===== src/source/rv_pkg.sv =====
`default_nettype none

package rv_pkg;

  // datapath and address width
  localparam int unsigned xlen = 32;

  // register index width and count
  localparam int unsigned reg_addr_w = 5;
  localparam int unsigned num_regs = 32;

  // first fetch address after reset
  localparam logic [xlen-1:0] reset_pc = 32'h8000_0000;

  // sequential pc step, one 32-bit word
  localparam logic [xlen-1:0] inst_step = 32'd4;

  // major opcodes handled by the core
  // anything else retires as a no-op
  typedef enum logic [6:0] {
    op_imm    = 7'b001_0011,
    op_lui    = 7'b011_0111,
    op_auipc  = 7'b001_0111,
    op_jal    = 7'b110_1111,
    op_jalr   = 7'b110_0111,
    op_system = 7'b111_0011
  } opcode_e;

  // funct3 of addi inside op_imm
  localparam logic [2:0] funct3_addi = 3'b000;

  // full ebreak word, compared as a whole
  localparam logic [xlen-1:0] ebreak_inst = 32'h0010_0073;

  // first adder operand
  typedef enum logic {
    op_a_rs1 = 1'b0,
    op_a_pc  = 1'b1
  } op_a_sel_e;

  // writeback source
  // link is pc plus 4 for jal and jalr
  typedef enum logic {
    wb_sum  = 1'b0,
    wb_link = 1'b1
  } wb_sel_e;

  // next pc source
  typedef enum logic [1:0] {
    pc_seq    = 2'b00,
    pc_target = 2'b01,
    // jalr target, bit 0 forced low
    pc_jalr   = 2'b10
  } pc_sel_e;

endpackage

`default_nettype wire


===== src/source/rv_decoder.sv =====
`default_nettype none

module rv_decoder import rv_pkg::*; (
  input  wire logic [xlen-1:0]       inst,
  output logic      [reg_addr_w-1:0] rs1,
  output logic      [reg_addr_w-1:0] rd,
  output logic      [xlen-1:0]       imm,
  output op_a_sel_e                  op_a_sel,
  output wb_sel_e                    wb_sel,
  output pc_sel_e                    pc_sel,
  output logic                       reg_write,
  output logic                       is_ebreak
);

  // raw instruction fields
  opcode_e               opcode;
  logic [2:0]            funct3;
  logic [reg_addr_w-1:0] rs1_field;

  // sign-extended immediates
  logic [xlen-1:0] imm_i;
  logic [xlen-1:0] imm_u;
  logic [xlen-1:0] imm_j;

  assign opcode    = opcode_e'(inst[6:0]);
  assign funct3    = inst[14:12];
  assign rs1_field = inst[19:15];
  assign rd        = inst[11:7];

  // i-type, 12 bits from the top
  assign imm_i = {{20{inst[31]}}, inst[31:20]};

  // u-type, upper 20 bits, low bits zero
  assign imm_u = {inst[31:12], 12'h000};

  // j-type, scrambled offset, always even
  assign imm_j = {{11{inst[31]}}, inst[31], inst[19:12], inst[20], inst[30:21], 1'b0};

  // ebreak is matched on the whole word
  assign is_ebreak = (inst == ebreak_inst);

  always_comb begin
    // defaults describe a no-op
    rs1       = rs1_field;
    imm       = imm_i;
    op_a_sel  = op_a_rs1;
    wb_sel    = wb_sum;
    pc_sel    = pc_seq;
    reg_write = 1'b0;

    case (opcode)
      op_imm: begin
        // only addi is kept, other funct3 values drop through
        if (funct3 == funct3_addi) begin
          reg_write = 1'b1;
        end
      end
      op_lui: begin
        // x0 plus imm gives the immediate itself
        rs1       = '0;
        imm       = imm_u;
        reg_write = 1'b1;
      end
      op_auipc: begin
        imm       = imm_u;
        op_a_sel  = op_a_pc;
        reg_write = 1'b1;
      end
      op_jal: begin
        imm       = imm_j;
        op_a_sel  = op_a_pc;
        wb_sel    = wb_link;
        pc_sel    = pc_target;
        reg_write = 1'b1;
      end
      op_jalr: begin
        // rs1 plus imm_i, low bit cleared later
        wb_sel    = wb_link;
        pc_sel    = pc_jalr;
        reg_write = 1'b1;
      end
      op_system: begin
        // ebreak handled by is_ebreak, nothing written
        reg_write = 1'b0;
      end
      default: begin
        // unknown opcode, pc plus 4 only
        reg_write = 1'b0;
      end
    endcase
  end

endmodule

`default_nettype wire


===== src/source/rv_regfile.sv =====
`default_nettype none

module rv_regfile import rv_pkg::*; (
  input  wire logic                  clk,
  input  wire logic                  reset,
  input  wire logic [reg_addr_w-1:0] raddr,
  output logic      [xlen-1:0]       rdata,
  input  wire logic                  wen,
  input  wire logic [reg_addr_w-1:0] waddr,
  input  wire logic [xlen-1:0]       wdata
);

  // x1 to x31 only, x0 has no storage
  logic [xlen-1:0] regs [1:num_regs-1];

  // combinational read
  // x0 reads as zero
  always_comb begin
    if (raddr == '0) begin
      rdata = '0;
    end else begin
      rdata = regs[raddr];
    end
  end

  // write at the rising edge
  always_ff @(posedge clk) begin
    if (reset) begin
      // whole file starts at zero
      for (int i = 1; i < num_regs; i++) begin
        regs[i] <= '0;
      end
    end else if (wen && (waddr != '0)) begin
      regs[waddr] <= wdata;
    end
  end

endmodule

`default_nettype wire


===== src/source/rv_execute.sv =====
`default_nettype none

module rv_execute import rv_pkg::*; (
  input  wire logic [xlen-1:0] pc,
  input  wire logic [xlen-1:0] rs1_data,
  input  wire logic [xlen-1:0] imm,
  input  wire op_a_sel_e       op_a_sel,
  input  wire wb_sel_e         wb_sel,
  input  wire pc_sel_e         pc_sel,
  output logic      [xlen-1:0] next_pc,
  output logic      [xlen-1:0] wb_data
);

  // adder operands and result
  logic [xlen-1:0] op_a;
  logic [xlen-1:0] sum;

  // address of the following instruction
  logic [xlen-1:0] seq_pc;

  // first operand, register or pc
  always_comb begin
    case (op_a_sel)
      op_a_pc:  op_a = pc;
      default:  op_a = rs1_data;
    endcase
  end

  // one adder serves addi, lui, auipc and both jumps
  assign sum = op_a + imm;

  // link value and fall-through pc
  assign seq_pc = pc + inst_step;

  // next pc
  always_comb begin
    case (pc_sel)
      pc_target: next_pc = sum;
      // jalr target must be even
      pc_jalr:   next_pc = {sum[xlen-1:1], 1'b0};
      default:   next_pc = seq_pc;
    endcase
  end

  // writeback data
  always_comb begin
    case (wb_sel)
      wb_link: wb_data = seq_pc;
      default: wb_data = sum;
    endcase
  end

endmodule

`default_nettype wire


===== src/source/rv_pc_unit.sv =====
`default_nettype none

module rv_pc_unit import rv_pkg::*; (
  input  wire logic            clk,
  input  wire logic            reset,
  input  wire logic [xlen-1:0] next_pc,
  input  wire logic            is_ebreak,
  output logic      [xlen-1:0] pc,
  output logic                 halted,
  output logic                 retire_en
);

  // one instruction retires per cycle until halt
  // nothing retires while reset is high
  assign retire_en = !halted && !reset;

  always_ff @(posedge clk) begin
    if (reset) begin
      pc     <= reset_pc;
      halted <= 1'b0;
    end else if (retire_en) begin
      if (is_ebreak) begin
        // stop here, pc stays on the ebreak
        halted <= 1'b1;
      end else begin
        pc <= next_pc;
      end
    end
  end

endmodule

`default_nettype wire


===== src/source/rv_core.sv =====
`default_nettype none

module rv_core import rv_pkg::*; (
  input  wire logic                  clk,
  input  wire logic                  reset,
  input  wire logic [xlen-1:0]       inst,
  output logic      [xlen-1:0]       pc,
  output logic                       commit_valid,
  output logic      [reg_addr_w-1:0] commit_rd,
  output logic      [xlen-1:0]       commit_data,
  output logic                       halted
);

  // decode outputs
  logic [reg_addr_w-1:0] rs1;
  logic [reg_addr_w-1:0] rd;
  logic [xlen-1:0]       imm;
  op_a_sel_e             op_a_sel;
  wb_sel_e               wb_sel;
  pc_sel_e               pc_sel;
  logic                  reg_write;
  logic                  is_ebreak;

  // register read
  logic [xlen-1:0] rs1_data;

  // execute outputs
  logic [xlen-1:0] next_pc;
  logic [xlen-1:0] wb_data;

  // retirement gate from the pc unit
  logic retire_en;

  // qualified write, never for x0
  // also the commit strobe
  assign commit_valid = retire_en && reg_write && (rd != '0);
  assign commit_rd    = rd;
  assign commit_data  = wb_data;

  rv_decoder u_decoder (
    .inst      (inst),
    .rs1       (rs1),
    .rd        (rd),
    .imm       (imm),
    .op_a_sel  (op_a_sel),
    .wb_sel    (wb_sel),
    .pc_sel    (pc_sel),
    .reg_write (reg_write),
    .is_ebreak (is_ebreak)
  );

  rv_regfile u_regfile (
    .clk   (clk),
    .reset (reset),
    .raddr (rs1),
    .rdata (rs1_data),
    .wen   (commit_valid),
    .waddr (rd),
    .wdata (wb_data)
  );

  rv_execute u_execute (
    .pc       (pc),
    .rs1_data (rs1_data),
    .imm      (imm),
    .op_a_sel (op_a_sel),
    .wb_sel   (wb_sel),
    .pc_sel   (pc_sel),
    .next_pc  (next_pc),
    .wb_data  (wb_data)
  );

  rv_pc_unit u_pc_unit (
    .clk       (clk),
    .reset     (reset),
    .next_pc   (next_pc),
    .is_ebreak (is_ebreak),
    .pc        (pc),
    .halted    (halted),
    .retire_en (retire_en)
  );

endmodule

`default_nettype wire


===== config.mk =====
export PLATFORM = sky130hd
export DESIGN_NAME = rv_core
export DESIGN_NICKNAME = d
export VERILOG_FILES = /design/src/source/rv_pkg.sv /design/src/source/rv_decoder.sv /design/src/source/rv_regfile.sv /design/src/source/rv_execute.sv /design/src/source/rv_pc_unit.sv /design/src/source/rv_core.sv
export SDC_FILE = /design/constraint.sdc
export NUM_CORES = 2
export LEC_CHECK = 0
export ABC_AREA = 1
export BUFFER_PORTS_ARGS = -buffer_cell sky130_fd_sc_hd__buf_2
export CAP_MARGIN = 20
export CORE_UTILIZATION = 55
export CTS_CLUSTER_SIZE = 14
export DETAILED_ROUTE_END_ITERATION = 8
export PLACE_DENSITY = 0.79
export SLEW_MARGIN = 10
export SYNTH_ARGS = -nofsm -noshare
export SYNTH_HDL_FRONTEND = slang
export SYNTH_SLANG_ARGS = --single-unit

===== constraint.sdc =====
create_clock -name clk -period 11.55 [get_ports clk]
set_input_delay 0.5775 -clock clk [delete_from_list [all_inputs] [get_ports clk]]
set_output_delay 0.5775 -clock clk [all_outputs]
set_load 0.05 [all_outputs]

==> impl_metrics.toml <==
[status]
status = "completed"

[synthesis]
synth.cell_area_um2 = 50000
synth-seq-area-share_pct = 62.8
synth_top_family_by_area = "simple AND/OR/NAND/NOR gates"
synthFlopType = "edfxtp_1"
synth-edff-count = 1024
synth_compound_area_share_pct = 12.7
ys_seq_elements = 1057
synthAdderAreaFrac_pct = 0.916
async_flop_share_pct = 0
syn_area_per_cell_um2 = 10.1
yosysWarnings = 0
synthSimpleGateAreaFrac_pct = 17.2
synth.area.mux_share_pct = 0
synthCells = 4960
ys_types = 56
synthXorXnorAreaFrac_pct = 0.841

[clock_network]
clk_latency_ns = 0.72
clock_path_buffers = 3
clkTransAtPathRegs_ns = 0.06
ctsHoldBuffers = 0
cts_setup_buffers = 0
htreeDepth = 3
cts_buffers = 108
cts_resized = 0
cts_tree = "done"
clock-sinks = 1057
root_buffer = "clkbuf_16"

[routing]
ant_nets = 0
drc = 0
totalWireLength_um = 163000
drt_first_pass_iters = 6
vias = 40100
vias_per_cell = 6.49
drt-initial-drc-count = 6493
wl_per_cell_um = 26.4

[layout]
final_cell_mix = "nor2_1, edfxtp_1, nand2_1, a21oi_1, o21ai_0"
final_core_util_pct = 61.4
layout_commonest_cell = "nor2_1"
nets = 4969
multi_input_area_um2 = 16300
drive_above_1_share_pct = 11.0
fillCellCount = 7040
area_delta_synth_final_pct = 10.5
seqCellArea_um2 = 31400

[sta]
final.setup.tns_ns = 0
final.setup_skew_ns = 0.0622
rsz0062_at_grt = "false"
period_needed_ns = 8.25
final-max-slew-violation-count = 0
setup_viol = 0
fin_crit_sh_pct = 71.4
max_freq_mhz = 121
relSlewSlack_pct = 28.5
finalHoldViolCount = 0
worstMarginPinSlew_ns = 1.07

[worst_setup_path]
critPathCaptureType = "primary output"
critPathMaxStageDelay_ns = 0.86
critPathLaunchType = "input port"
regToRegSetupSlack_ns = 5.78
crit_arrival_ns = 7.67
crit_fanout = 86
slowest_stage = "o21ai_0"
worstPathRequired_ns = 10.97
crit_path_frequent_cell = "nand2_1"
crit_type = "input port to primary output"

[power]
ir_drop_mv = 0.196
power_leakage_nw = 21.0
cellPowerDensity_nw_per_um2 = 180

[global_routing]
antenna_found_initial = 3
gr-usage-all-layers_pct = 35.0
gr-total-overflow = 0
grt_max_degree = 165
grt_pass1_wl_um = 238000
first_global_vias = 38300

[place]
port_buffers = 104
post-dp-hpwl_um = 97300
finalWeightedCongestion = 0.978

[die]
chipWidth_um = 304
die_h_um = 304
rows = 110
start_util_pct = 55.6
coreArea_um2 = 90000
fp.dieArea_um2 = 92100
ioPinCount = 105

[min_path]
min_path_type = "input port to register"

[flow_run]
maxCapViolCount = 0
## final timing paths
path | from | to | depth (start not counted)
hold / removal | reset | u_pc_unit.pc[1]$_SDFFE_PP0P_ | 2
setup reg to reg | u_regfile.regs[15][17]$_SDFFCE_PN0P_ | u_regfile.regs[7][29]$_SDFFCE_PN0P_ | 21
setup / recovery | inst[3] | commit_data[29] | 30
hold reg to reg | u_pc_unit.halted$_SDFFE_PP0P_ | u_pc_unit.halted$_SDFFE_PP0P_ | 2
## worst max-delay path, delay by kind of cell
family / cells / cell delay [ns]
AO/OA/AOI/OAI: 6 / 1.85
adder cells (fa/ha/maj): 1 / 0.35
buffers and inverters: 5 / 1.37
AND/OR/NAND/NOR: 18 / 3.43
## final cells by class
| class | instances | area share [%] |
|---|---|---|
| multi-input combinational | 3274 | 29.4 |
| antenna | 7 | 0.0317 |
| clock buffer | 130 | 5.08 |
| tap | 1176 | 2.66 |
| sequential | 1057 | 56.8 |
| clock inverter | 73 | 1.58 |
| inverter | 224 | 1.54 |
| timing repair buffer | 234 | 2.83 |
## per-stage QoR
stage	power [mW]	area, um2	cells	hold WS [ns]	worst slack, ns
floorplan	5.63	50100	4991	0.697	6.23
global placement	6.29	51500	5964	0.475	3.59
detailed placement	6.31	51500	5964	0.487	3.60
CTS	9.89	55200	6167	0.192	3.55
global route	10.2	55200	6169	0.232	2.93
finish	9.93	55300	6175	0.239	3.30
## layer usage
layer / global-route usage, % / wire (um) / vias up
li1: - / - / 17100
met3: 7.36 / 21400 / 623
met2: 53.8 / 73800 / 3271
met5: 0 / 25 / -
met1: 45.5 / 56100 / 19100
met4: 22.5 / 11500 / 4
## cells in the mapped netlist, types with 10 or more instances
library cell / instances / area share [%]
o211ai_1: 14 / 0.21
a32oi_1: 62 / 1.1
a31oi_1: 58 / 0.73
clkbuf_1: 265 / 2.0
dfxtp_1: 33 / 1.3
inv_1: 215 / 1.6
nor3_1: 16 / 0.16
xnor2_1: 10 / 0.18
nor2_1: 1057 / 7.9
o31ai_1: 56 / 0.84
nand4_1: 14 / 0.18
a221oi_1: 120 / 2.1
buf_2: 112 / 1.1
ha_1: 35 / 0.88
or2_2: 71 / 0.89
nand2_1: 884 / 6.6
xor2_1: 38 / 0.67
a21oi_1: 319 / 3.2
buf_1: 30 / 0.23
nand3_1: 76 / 0.76
nor2_2: 10 / 0.13
o21ai_0: 237 / 2.4
a32o_1: 62 / 1.2
buf_4: 23 / 0.35
o21ai_1: 32 / 0.32
edfxtp_1: 1024 / 61
## cells by family (layout without fill, tap and decap cells)
| kind of cell | after synthesis | count (layout) |
|---|---|---|
| other | 1 | 39 |
| buffers and inverters | 660 | 661 |
| flip-flops | 1057 | 1057 |
| AO/OA/AOI/OAI | 1001 | 1001 |
| XOR/XNOR | 48 | 48 |
| adder cells (fa/ha/maj) | 36 | 36 |
| AND/OR/NAND/NOR | 2157 | 2157 |
## state kept, by name, indices dropped and copies added, names as in the netlist
name and count:
u_pc_unit.pc 32, u_regfile.regs 1024, u_pc_unit.halted 1
## power breakdown
part	switching [mW]	internal (mW)	leakage [nW]	total, mW
Sequential	0.0587	4.36	10.9	4.42
Combinational	1.49	0.372	8.35	1.86
Clock	1.51	2.14	1.81	3.65
Total	3.06	6.87	21.0	9.93
Power figures use the tool's default switching activity.
